### src/verilog/rv_core_pkg.sv
// rv_core_pkg: shared widths, encoding constants and operation codes for the integer core
package rv_core_pkg;

  localparam int XLEN     = 64;
  localparam int ILEN     = 32;
  localparam int NUM_REGS = 32;
  localparam int REG_AW   = $clog2(NUM_REGS);

  typedef logic [XLEN-1:0]   xlen_t;     // register values and results
  typedef logic [XLEN-1:0]   addr_t;     // program counter
  typedef logic [ILEN-1:0]   inst_t;     // raw instruction word
  typedef logic [REG_AW-1:0] reg_idx_t;  // register index

  localparam reg_idx_t REG_ZERO = '0;  // x0, hardwired zero

  // major opcodes, inst[6:0]
  localparam logic [6:0] OPC_OP        = 7'b0110011;
  localparam logic [6:0] OPC_OP_IMM    = 7'b0010011;
  localparam logic [6:0] OPC_OP_32     = 7'b0111011;
  localparam logic [6:0] OPC_OP_IMM_32 = 7'b0011011;
  localparam logic [6:0] OPC_LUI       = 7'b0110111;
  localparam logic [6:0] OPC_AUIPC     = 7'b0010111;
  localparam logic [6:0] OPC_JAL       = 7'b1101111;
  localparam logic [6:0] OPC_JALR      = 7'b1100111;
  localparam logic [6:0] OPC_BRANCH    = 7'b1100011;
  localparam logic [6:0] OPC_LOAD      = 7'b0000011;  // decoded for its offset only
  localparam logic [6:0] OPC_STORE     = 7'b0100011;  // decoded for its offset only

  // funct3 values
  localparam logic [2:0] F3_ADD_SUB = 3'b000;
  localparam logic [2:0] F3_SLL     = 3'b001;
  localparam logic [2:0] F3_SLTU    = 3'b011;
  localparam logic [2:0] F3_XOR     = 3'b100;
  localparam logic [2:0] F3_SR      = 3'b101;
  localparam logic [2:0] F3_AND     = 3'b111;
  localparam logic [2:0] F3_JALR    = 3'b000;
  localparam logic [2:0] F3_BEQ     = 3'b000;
  localparam logic [2:0] F3_BNE     = 3'b001;

  // funct7 and the rv64 shift-immediate upper field
  localparam logic [6:0] F7_BASE = 7'b0000000;
  localparam logic [6:0] F7_ALT  = 7'b0100000;  // sub
  localparam logic [5:0] F6_SRA  = 6'b010000;   // srai, inst[31:26]

  // operation carried from decode to execute
  typedef enum logic [4:0] {
    OP_ADD,
    OP_SUB,
    OP_SLTU,
    OP_AND,
    OP_XOR,
    OP_ADDW,
    OP_SLLW,
    OP_SRA,
    OP_LUI,
    OP_AUIPC,
    OP_JAL,
    OP_JALR,
    OP_BEQ,
    OP_BNE,
    OP_ILLEGAL
  } op_e;

endpackage

### src/verilog/reg_file.sv
// reg_file: 32 x 64-bit integer registers, two async read ports, one write port, x0 reads zero
`timescale 1ns/10ps

module reg_file (
  input  logic                  clk,
  input  rv_core_pkg::reg_idx_t rs1_idx,
  input  rv_core_pkg::reg_idx_t rs2_idx,
  output rv_core_pkg::xlen_t    rs1_val,
  output rv_core_pkg::xlen_t    rs2_val,
  input  logic                  wr_en,
  input  rv_core_pkg::reg_idx_t wr_idx,
  input  rv_core_pkg::xlen_t    wr_data
);

  import rv_core_pkg::*;

  xlen_t regs [NUM_REGS];

  always_ff @(posedge clk) begin
    if (wr_en && (wr_idx != REG_ZERO)) begin  // x0 writes dropped
      regs[wr_idx] <= wr_data;
    end
  end

  assign rs1_val = (rs1_idx == REG_ZERO) ? '0 : regs[rs1_idx];
  assign rs2_val = (rs2_idx == REG_ZERO) ? '0 : regs[rs2_idx];

endmodule

### src/verilog/inst_decoder.sv
// inst_decoder: accepts instruction words, stalls on hazards, decodes op and immediate, reads operands
`timescale 1ns/10ps

module inst_decoder (
  input  logic                  clk,
  input  logic                  rst_n,
  input  logic                  in_valid,
  output logic                  in_ready,
  input  rv_core_pkg::addr_t    in_pc,
  input  rv_core_pkg::inst_t    in_inst,
  input  rv_core_pkg::reg_idx_t ex_stage_rd,
  input  rv_core_pkg::reg_idx_t ret_stage_rd,
  output rv_core_pkg::reg_idx_t rs1_idx,
  output rv_core_pkg::reg_idx_t rs2_idx,
  input  rv_core_pkg::xlen_t    rs1_val,
  input  rv_core_pkg::xlen_t    rs2_val,
  output logic                  dec_valid,
  input  logic                  dec_ready,
  output rv_core_pkg::op_e      dec_op,
  output rv_core_pkg::addr_t    dec_pc,
  output rv_core_pkg::reg_idx_t dec_rd,
  output rv_core_pkg::xlen_t    dec_rs1_val,
  output rv_core_pkg::xlen_t    dec_rs2_val,
  output rv_core_pkg::xlen_t    dec_imm
);

  import rv_core_pkg::*;

  logic [6:0] opcode;
  logic [2:0] funct3;
  logic [6:0] funct7;
  reg_idx_t   rd_f;
  xlen_t      imm_i, imm_s, imm_b, imm_u, imm_j;
  op_e        op_c;
  xlen_t      imm_c;
  logic       use_rs1, use_rs2;
  logic       imm_op_b;   // immediate replaces rs2 as operand b
  logic       writes_rd;
  reg_idx_t   held_rd;
  logic       hazard_rs1, hazard_rs2;
  logic       stage_free, in_fire;

  assign opcode  = in_inst[6:0];
  assign funct3  = in_inst[14:12];
  assign funct7  = in_inst[31:25];
  assign rd_f    = in_inst[11:7];
  assign rs1_idx = in_inst[19:15];
  assign rs2_idx = in_inst[24:20];

  // all immediates sign-extend from inst[31]
  assign imm_i = {{52{in_inst[31]}}, in_inst[31:20]};
  assign imm_s = {{52{in_inst[31]}}, in_inst[31:25], in_inst[11:7]};
  assign imm_b = {{52{in_inst[31]}}, in_inst[7], in_inst[30:25], in_inst[11:8], 1'b0};
  assign imm_u = {{32{in_inst[31]}}, in_inst[31:12], 12'b0};
  assign imm_j = {{44{in_inst[31]}}, in_inst[19:12], in_inst[20], in_inst[30:21], 1'b0};

  always_comb begin
    op_c     = OP_ILLEGAL;
    imm_c    = imm_i;
    use_rs1  = 1'b0;
    use_rs2  = 1'b0;
    imm_op_b = 1'b0;
    case (opcode)
      OPC_OP: begin
        use_rs1 = 1'b1;
        use_rs2 = 1'b1;
        case ({funct7, funct3})
          {F7_BASE, F3_ADD_SUB}: op_c = OP_ADD;
          {F7_ALT,  F3_ADD_SUB}: op_c = OP_SUB;
          {F7_BASE, F3_SLTU}:    op_c = OP_SLTU;
          {F7_BASE, F3_AND}:     op_c = OP_AND;
          default:               op_c = OP_ILLEGAL;
        endcase
      end
      OPC_OP_32: begin
        use_rs1 = 1'b1;
        use_rs2 = 1'b1;
        case ({funct7, funct3})
          {F7_BASE, F3_ADD_SUB}: op_c = OP_ADDW;
          {F7_BASE, F3_SLL}:     op_c = OP_SLLW;
          default:               op_c = OP_ILLEGAL;
        endcase
      end
      OPC_OP_IMM: begin
        use_rs1  = 1'b1;
        imm_op_b = 1'b1;
        case (funct3)
          F3_ADD_SUB: op_c = OP_ADD;   // addi
          F3_SLTU:    op_c = OP_SLTU;  // sltiu
          F3_XOR:     op_c = OP_XOR;   // xori
          F3_AND:     op_c = OP_AND;   // andi
          F3_SR:      op_c = (in_inst[31:26] == F6_SRA) ? OP_SRA : OP_ILLEGAL;
          default:    op_c = OP_ILLEGAL;
        endcase
      end
      OPC_OP_IMM_32: begin
        use_rs1  = 1'b1;
        imm_op_b = 1'b1;
        op_c     = (funct3 == F3_ADD_SUB) ? OP_ADDW : OP_ILLEGAL;  // addiw
      end
      OPC_LUI: begin
        op_c  = OP_LUI;
        imm_c = imm_u;
      end
      OPC_AUIPC: begin
        op_c  = OP_AUIPC;
        imm_c = imm_u;
      end
      OPC_JAL: begin
        op_c  = OP_JAL;
        imm_c = imm_j;
      end
      OPC_JALR: begin
        use_rs1 = 1'b1;
        op_c    = (funct3 == F3_JALR) ? OP_JALR : OP_ILLEGAL;
      end
      OPC_BRANCH: begin
        use_rs1 = 1'b1;
        use_rs2 = 1'b1;
        imm_c   = imm_b;
        case (funct3)
          F3_BEQ:  op_c = OP_BEQ;
          F3_BNE:  op_c = OP_BNE;
          default: op_c = OP_ILLEGAL;
        endcase
      end
      OPC_LOAD:  imm_c = imm_i;  // no data memory, retires illegal
      OPC_STORE: imm_c = imm_s;
      default:   op_c  = OP_ILLEGAL;
    endcase
    if (op_c == OP_ILLEGAL) begin  // an illegal word never stalls on its fields
      use_rs1 = 1'b0;
      use_rs2 = 1'b0;
    end
  end

  assign writes_rd = !(op_c inside {OP_BEQ, OP_BNE, OP_ILLEGAL});

  // rd of every item still ahead of the regfile write
  assign held_rd    = dec_valid ? dec_rd : REG_ZERO;
  assign hazard_rs1 = use_rs1 && (rs1_idx != REG_ZERO) &&
                      ((rs1_idx == held_rd) || (rs1_idx == ex_stage_rd) ||
                       (rs1_idx == ret_stage_rd));
  assign hazard_rs2 = use_rs2 && (rs2_idx != REG_ZERO) &&
                      ((rs2_idx == held_rd) || (rs2_idx == ex_stage_rd) ||
                       (rs2_idx == ret_stage_rd));

  assign stage_free = !dec_valid || dec_ready;
  assign in_ready   = stage_free && !hazard_rs1 && !hazard_rs2;
  assign in_fire    = in_valid && in_ready;

  always_ff @(posedge clk) begin
    if (!rst_n) begin
      dec_valid <= 1'b0;
    end else if (stage_free) begin
      dec_valid <= in_fire;
    end
  end

  always_ff @(posedge clk) begin
    if (in_fire) begin
      dec_op      <= op_c;
      dec_pc      <= in_pc;
      dec_rd      <= writes_rd ? rd_f : REG_ZERO;
      dec_rs1_val <= rs1_val;
      dec_rs2_val <= imm_op_b ? imm_c : rs2_val;
      dec_imm     <= imm_c;
    end
  end

  // a stalled item must not change under execute
  a_dec_op_stable: assert property (@(posedge clk) disable iff (!rst_n)
    dec_valid && !dec_ready |=> dec_valid && $stable(dec_op));

endmodule

### src/verilog/exec_unit.sv
// exec_unit: ALU, word-op sign extension and branch/jump next-pc computation, one register stage
`timescale 1ns/10ps

module exec_unit (
  input  logic                  clk,
  input  logic                  rst_n,
  input  logic                  dec_valid,
  output logic                  dec_ready,
  input  rv_core_pkg::op_e      dec_op,
  input  rv_core_pkg::addr_t    dec_pc,
  input  rv_core_pkg::reg_idx_t dec_rd,
  input  rv_core_pkg::xlen_t    dec_rs1_val,
  input  rv_core_pkg::xlen_t    dec_rs2_val,
  input  rv_core_pkg::xlen_t    dec_imm,
  output logic                  ex_valid,
  input  logic                  ex_ready,
  output rv_core_pkg::addr_t    ex_pc,
  output rv_core_pkg::reg_idx_t ex_rd,
  output rv_core_pkg::xlen_t    ex_value,
  output rv_core_pkg::addr_t    ex_next_pc,
  output logic                  ex_illegal,
  output rv_core_pkg::reg_idx_t ex_stage_rd
);

  import rv_core_pkg::*;

  logic        dec_fire;
  addr_t       pc_plus4;
  addr_t       branch_tgt;
  logic [31:0] add_w;
  logic [31:0] sll_w;
  logic        operands_eq;
  xlen_t       value_c;
  addr_t       next_pc_c;
  logic        illegal_c;

  assign dec_ready = !ex_valid || ex_ready;
  assign dec_fire  = dec_valid && dec_ready;

  assign pc_plus4    = dec_pc + addr_t'(4);
  assign branch_tgt  = dec_pc + dec_imm;  // also the jal target
  assign add_w       = dec_rs1_val[31:0] + dec_rs2_val[31:0];
  assign sll_w       = dec_rs1_val[31:0] << dec_rs2_val[4:0];
  assign operands_eq = (dec_rs1_val == dec_rs2_val);

  always_comb begin
    value_c   = '0;
    next_pc_c = pc_plus4;
    illegal_c = 1'b0;
    case (dec_op)
      OP_ADD:   value_c = dec_rs1_val + dec_rs2_val;
      OP_SUB:   value_c = dec_rs1_val - dec_rs2_val;
      OP_SLTU:  value_c = xlen_t'(dec_rs1_val < dec_rs2_val);
      OP_AND:   value_c = dec_rs1_val & dec_rs2_val;
      OP_XOR:   value_c = dec_rs1_val ^ dec_rs2_val;
      OP_SRA:   value_c = $signed(dec_rs1_val) >>> dec_imm[5:0];
      OP_ADDW:  value_c = {{32{add_w[31]}}, add_w};  // sign-extend low word
      OP_SLLW:  value_c = {{32{sll_w[31]}}, sll_w};
      OP_LUI:   value_c = dec_imm;
      OP_AUIPC: value_c = dec_pc + dec_imm;
      OP_JAL: begin
        value_c   = pc_plus4;  // link
        next_pc_c = branch_tgt;
      end
      OP_JALR: begin
        value_c   = pc_plus4;
        next_pc_c = (dec_rs1_val + dec_imm) & ~addr_t'(1);  // bit 0 cleared
      end
      OP_BEQ:   next_pc_c = operands_eq ? branch_tgt : pc_plus4;
      OP_BNE:   next_pc_c = operands_eq ? pc_plus4 : branch_tgt;
      default:  illegal_c = 1'b1;  // value stays 0
    endcase
  end

  always_ff @(posedge clk) begin
    if (!rst_n) begin
      ex_valid <= 1'b0;
    end else if (dec_ready) begin
      ex_valid <= dec_valid;
    end
  end

  always_ff @(posedge clk) begin
    if (dec_fire) begin
      ex_pc      <= dec_pc;
      ex_rd      <= dec_rd;
      ex_value   <= value_c;
      ex_next_pc <= next_pc_c;
      ex_illegal <= illegal_c;
    end
  end

  assign ex_stage_rd = ex_valid ? ex_rd : REG_ZERO;  // hazard view for decode

endmodule

### src/verilog/retire_stage.sv
// retire_stage: holds the retire record, writes the register file on the output handshake
`timescale 1ns/10ps

module retire_stage (
  input  logic                  clk,
  input  logic                  rst_n,
  input  logic                  ex_valid,
  output logic                  ex_ready,
  input  rv_core_pkg::addr_t    ex_pc,
  input  rv_core_pkg::reg_idx_t ex_rd,
  input  rv_core_pkg::xlen_t    ex_value,
  input  rv_core_pkg::addr_t    ex_next_pc,
  input  logic                  ex_illegal,
  output logic                  out_valid,
  input  logic                  out_ready,
  output rv_core_pkg::addr_t    out_pc,
  output rv_core_pkg::reg_idx_t out_rd,
  output rv_core_pkg::xlen_t    out_value,
  output rv_core_pkg::addr_t    out_next_pc,
  output logic                  out_illegal,
  output logic                  wr_en,
  output rv_core_pkg::reg_idx_t wr_idx,
  output rv_core_pkg::xlen_t    wr_data,
  output rv_core_pkg::reg_idx_t ret_stage_rd
);

  import rv_core_pkg::*;

  assign ex_ready = !out_valid || out_ready;

  always_ff @(posedge clk) begin
    if (!rst_n) begin
      out_valid <= 1'b0;
    end else if (ex_ready) begin
      out_valid <= ex_valid;
    end
  end

  always_ff @(posedge clk) begin
    if (ex_valid && ex_ready) begin
      out_pc      <= ex_pc;
      out_rd      <= ex_rd;
      out_value   <= ex_value;
      out_next_pc <= ex_next_pc;
      out_illegal <= ex_illegal;
    end
  end

  assign wr_en        = out_valid && out_ready && (out_rd != REG_ZERO);
  assign wr_idx       = out_rd;
  assign wr_data      = out_value;
  assign ret_stage_rd = out_valid ? out_rd : REG_ZERO;

  // decode clears rd for illegal words, so they never reach the regfile
  a_no_bad_write: assert property (@(posedge clk) disable iff (!rst_n)
    wr_en |-> (wr_idx != REG_ZERO) && !out_illegal);

  a_record_stable: assert property (@(posedge clk) disable iff (!rst_n)
    out_valid && !out_ready |=> out_valid && $stable(out_pc) && $stable(out_rd) &&
                                $stable(out_value) && $stable(out_next_pc) &&
                                $stable(out_illegal));

endmodule

### src/verilog/int_core_top.sv
// int_core_top: rv64i subset pipeline, decode, execute and retire around the register file
`timescale 1ns/10ps

module int_core_top (
  input  logic                  clk,
  input  logic                  rst_n,
  input  logic                  in_valid,
  output logic                  in_ready,
  input  rv_core_pkg::addr_t    in_pc,
  input  rv_core_pkg::inst_t    in_inst,
  output logic                  out_valid,
  input  logic                  out_ready,
  output rv_core_pkg::addr_t    out_pc,
  output rv_core_pkg::reg_idx_t out_rd,
  output rv_core_pkg::xlen_t    out_value,
  output rv_core_pkg::addr_t    out_next_pc,
  output logic                  out_illegal
);

  import rv_core_pkg::*;

  reg_idx_t rs1_idx, rs2_idx;
  xlen_t    rs1_val, rs2_val;
  logic     wr_en;
  reg_idx_t wr_idx;
  xlen_t    wr_data;
  reg_idx_t ex_stage_rd, ret_stage_rd;

  logic     dec_valid, dec_ready;
  op_e      dec_op;
  addr_t    dec_pc;
  reg_idx_t dec_rd;
  xlen_t    dec_rs1_val, dec_rs2_val, dec_imm;

  logic     ex_valid, ex_ready;
  addr_t    ex_pc, ex_next_pc;
  reg_idx_t ex_rd;
  xlen_t    ex_value;
  logic     ex_illegal;

  reg_file u_reg_file (
    .clk, .rs1_idx, .rs2_idx, .rs1_val, .rs2_val, .wr_en, .wr_idx, .wr_data
  );

  inst_decoder u_decoder (
    .clk, .rst_n, .in_valid, .in_ready, .in_pc, .in_inst, .ex_stage_rd, .ret_stage_rd,
    .rs1_idx, .rs2_idx, .rs1_val, .rs2_val, .dec_valid, .dec_ready, .dec_op, .dec_pc,
    .dec_rd, .dec_rs1_val, .dec_rs2_val, .dec_imm
  );

  exec_unit u_exec (
    .clk, .rst_n, .dec_valid, .dec_ready, .dec_op, .dec_pc, .dec_rd, .dec_rs1_val,
    .dec_rs2_val, .dec_imm, .ex_valid, .ex_ready, .ex_pc, .ex_rd, .ex_value, .ex_next_pc,
    .ex_illegal, .ex_stage_rd
  );

  retire_stage u_retire (
    .clk, .rst_n, .ex_valid, .ex_ready, .ex_pc, .ex_rd, .ex_value, .ex_next_pc, .ex_illegal,
    .out_valid, .out_ready, .out_pc, .out_rd, .out_value, .out_next_pc, .out_illegal,
    .wr_en, .wr_idx, .wr_data, .ret_stage_rd
  );

endmodule

### config.mk
export PLATFORM = sky130hd
export DESIGN_NAME = int_core_top
export DESIGN_NICKNAME = d
export VERILOG_FILES = /design/src/verilog/rv_core_pkg.sv /design/src/verilog/reg_file.sv /design/src/verilog/inst_decoder.sv /design/src/verilog/exec_unit.sv /design/src/verilog/retire_stage.sv /design/src/verilog/int_core_top.sv
export SDC_FILE = /design/constraint.sdc
export NUM_CORES = 2
export LEC_CHECK = 0
export BUFFER_PORTS_ARGS = -buffer_cell sky130_fd_sc_hd__buf_2
export CORE_MARGIN = 1
export CORE_UTILIZATION = 35
export DETAILED_ROUTE_END_ITERATION = 16
export GPL_ROUTABILITY_DRIVEN = 0
export GPL_TIMING_DRIVEN = 0
export PLACE_DENSITY_LB_ADDON = 0.15
export RECOVER_POWER = 25
export SYNTH_ARGS = -nofsm -noshare
export SYNTH_HDL_FRONTEND = slang
export SYNTH_SLANG_ARGS = --single-unit
### constraint.sdc
create_clock -name clk -period 35.4 [get_ports clk]
set_input_delay 7.08 -clock clk [delete_from_list [all_inputs] [get_ports clk]]
set_output_delay 7.08 -clock clk [all_outputs]
set_load 0.02 [all_outputs]
==> summary.md <==
Synthesis handed over a netlist of 8,786 instances. The internal power consumption was 5.87 mW. The number of hold-repair buffers added at the cts stage came out at 0. The run gives 0.408 as the utilization of the core after routing. In this run the clock root is driven by a sky130_fd_sc_hd__clkbuf_16. For the Yosys warning count, the log shows 0. The final reports fail on max-capacitance violations, max-slew violations. The flow ran to the end, but the final reports show violations.

For the worst-skew pair, the clock arrives at the later sink with an insertion delay of 960 ps. The H-tree was split into 5 levels. The layer flagged by global routing as most heavily used is met2. Routing usage on met2: 0.474. For the routing usage on met3, the log shows 0.0868.

The async set or reset register ratio after synthesis was 0; the half-perimeter wire length of the detailed placement result was 456,000 um. Between clock sinks in the finished design, the worst skew comes to 67.8 ps. Post-CTS repair changed the size of 0 cells. The layout cell share with drive strength beyond 1 was 0.251; the post-placement cell area was 151,000 sq um. The run gives 95,900 as the number of global-route vias before repair.

The placeable core area was 396,000 sq um. Walking the worst path, the cells encountered are clkbuf_1 -> clkbuf_2 -> buf_2 -> nor2_1 -> a22oi_1 -> nor3_1 -> nor3_1 -> a211o_1 -> a32oi_1 -> a21oi_1 -> buf_2. The arrival time of the worst setup path is 11,430 ps. The tools report the sum of routed wire length over all layers as 615,000 um. The final max-slew violation count came out at 187. After detailed routing, the number of remaining DRC violations is 0.

The routed wirelength normalized by instance count is 40.7 um, and the die boundary width is 633 um. The final design instance area without fill was 161,000 sq um; the overall track demand over capacity in global routing was 0.301. The tree built by TritonCTS fans out to 2,680 sinks. The top flip-flop cell by instance count after synthesis was sky130_fd_sc_hd__edfxtp_1.

Power share of the clock group: 0.399. The tools report the maximum number of buffers from clock root to sink as 4. For this design the static power due to leakage is 53.0 nW.

Derived from the worst setup path, the maximum achievable clock frequency is 54.0 MHz. TritonCTS built the clock tree. The first routing iteration left 15,000 violations. The post-detailed-route via-to-cell ratio came out at 6.46.

For the met1 track utilization from global routing, the log shows 0.363. The number of primary I/O pins was 300. The minimum setup slack in the final design is 16,890 ps, and the number of placement rows is 231.

The synthesized netlist occupies a cell area of 139,000 sq um. In this run, synthesis produced a sequential element count of 2,680. Setup repair after global routing left no endpoint under its margin. In the layout the commonest cells are 2,677 x sky130_fd_sc_hd__edfxtp_1, 1,317 x sky130_fd_sc_hd__mux4_2, 519 x sky130_fd_sc_hd__nand2_1. The sequential element share of the synthesized area came out at 0.578. The tools report the number of buffers added for setup after CTS as 0. Yosys mapped the design onto 87 distinct sky130hd cell types.

The net count of the finished layout is 9,971. After synthesis, the mean cell area works out to 15.8 sq um. The height of the chip is 633 um. The combinational cell fraction of total power came out at 0.157.

The logs give 0.352 for the initial cell density of the core and 0 for the remaining global-route overflow. The maximum net fanout on the critical path works out to 10. The clock period could shrink to 18,510 ps. Among all stages on the critical path, the largest delay is contributed by sky130_fd_sc_hd__a21oi_1.

Final-report hold violation count: 0. Critical path launch point type: an input port. Critical path start-end classification: input port to output pin.

Total chip power: 8.19 mW. The overall via count from detail_route is 97,700. The min-delay analysis places its worst path in the category flip-flop to flip-flop. Setup violations remaining at the end of the flow were counted as 0. The switching part of the total power was 0.284; the number of routed nets with antenna violations was 0. Final clock period utilization by the worst path: 0.523. The die covers 400,000 sq um.

The remaining max-slew budget at the tightest pin was -0.107; the area growth from synthesis to final layout was 16.0%. In this run the register-to-register setup slack is 27,360 ps. Leaving out fill and tap cells, the most frequent cell in the layout is sky130_fd_sc_hd__edfxtp_1. The slew at the pin closest to its max-slew limit works out to 1650 ps.

The worst slack on hold paths is 379 ps. Buffers inserted during clock tree synthesis total 309. The net load switching power was 2.33 mW; the post-CTS clock slew at the launch and capture registers of the worst setup and hold paths was 60 ps.

The finished layout holds 15,100 standard cells, fillers aside. Entering global routing, the biggest net connects 72 pins. Count of TritonRoute iterations in the first routing pass: 12. Kind of end point of the critical path: an output pin. The number of antenna violations at the first check in global routing is 62. Instance count after placement with tap cells included: 14,500.

The first global-routing pass estimated 817,000 um of wire. The total power divided by cell area was 50.7 nW/um^2; the number of input and output port buffers inserted was 288. For the required time at the worst-slack endpoint, the log shows 28,320 ps. Timing analysis after detailed placement gives a worst setup slack of 16,960 ps. The run gives 0 ps as the aggregate negative setup slack. The sequential cell fraction of total power came out at 0.444. The stage delay of the slowest cell on the critical path works out to 900 ps. VDD sags by at most 0.0390 mV.

The number of flops mapped to enable cells by yosys was 2,677. For the max-capacitance violation count, the log shows 21.
-- per-layer routing --
metal,part of all wire,routed length [um]
met2,0.46,281000
met4,0.076,46600
met1,0.36,219000
met5,0.00038,235
met3,0.11,68100
-- state kept, by name, indices dropped and copies added, names as in the netlist, 4 cells and up --
name                   count
u_retire.out_rd            5
u_decoder.dec_imm         32
u_decoder.dec_op           4
u_decoder.dec_rs2_val     64
u_retire.out_next_pc      64
u_decoder.dec_pc          64
u_decoder.dec_rs1_val     64
u_exec.ex_pc              64
u_exec.ex_next_pc         64
u_exec.ex_rd               5
u_reg_file.regs         2048
u_exec.ex_value           64
u_retire.out_pc           64
u_decoder.dec_rd           5
u_retire.out_value        64
-- power by group through the flow --
stage | clock (mW) | sequential (mW) | combinational [mW]
6_report | 3.27 | 3.64 | 1.28
4_1_cts | 3.31 | 3.63 | 1.23
3_5_place_dp | 0 | 3.70 | 1.22
2_1_floorplan | 0 | 3.66 | 0.737
3_3_place_gp | 0 | 3.71 | 1.21
5_1_grt | 3.41 | 3.64 | 1.32
-- synth_stat cells, drive strengths merged (72+ instances only) --
cell type  count  share of area
nor2         466          0.013
buf          169         0.0046
a21oi        436          0.016
o221ai        76         0.0048
ha           255          0.023
inv          181         0.0049
a21o         118         0.0064
mux4        1317           0.21
edfxtp      2677           0.58
mux2i        223          0.016
o21ai        409          0.015
nand4         82         0.0037
xnor2        131         0.0082
nand2        519          0.014
clkbuf       443          0.012
nand3        117         0.0042
xor2          87         0.0055
nor2b         72         0.0032
-- area by class of cell --
cell class / instances / area, sq um
multi-input combinational: 5373 / 56200
clock buffer: 377 / 8180
timing repair buffer: 452 / 4870
clock inverter: 189 / 1970
antenna: 18 / 45.0
buffer: 612 / 2460
inverter: 184 / 691
tap: 5242 / 6560
fill: 36000 / 234000
sequential: 2680 / 80400
-- worst max-delay path, delay by kind of cell --
kind,cells,cell delay [ps]
compound gates,4,1380
buf+inv,4,2250
simple gates,3,690
-- cell families (layout without fill, tap and decap cells) --
group / after synthesis / after routing / share of synthesized area
AO/OA/AOI/OAI: 1705 / 1705 / 0.0797
XOR/XNOR: 218 / 218 / 0.0137
adder cells (fa/ha/maj): 259 / 259 / 0.0235
buffers and inverters: 796 / 1814 / 0.0215
flip-flops: 2680 / 2680 / 0.578
multiplexers: 1586 / 1586 / 0.233
other: 1 / 82 / 0.0000270
AND/OR/NAND/NOR: 1541 / 1541 / 0.0504
-- worst paths after layout --
path | startpoint | end | cells past startpoint
max | in_inst[20] | in_ready | 11
min | u_exec.ex_pc[33] | u_retire.out_pc[33] | 0
min reg2reg | u_exec.ex_pc[33] | u_retire.out_pc[33] | 0
max reg2reg | u_decoder.dec_imm[1] | u_exec.ex_value[46] | 17
(Power assumes the default switching activity.)
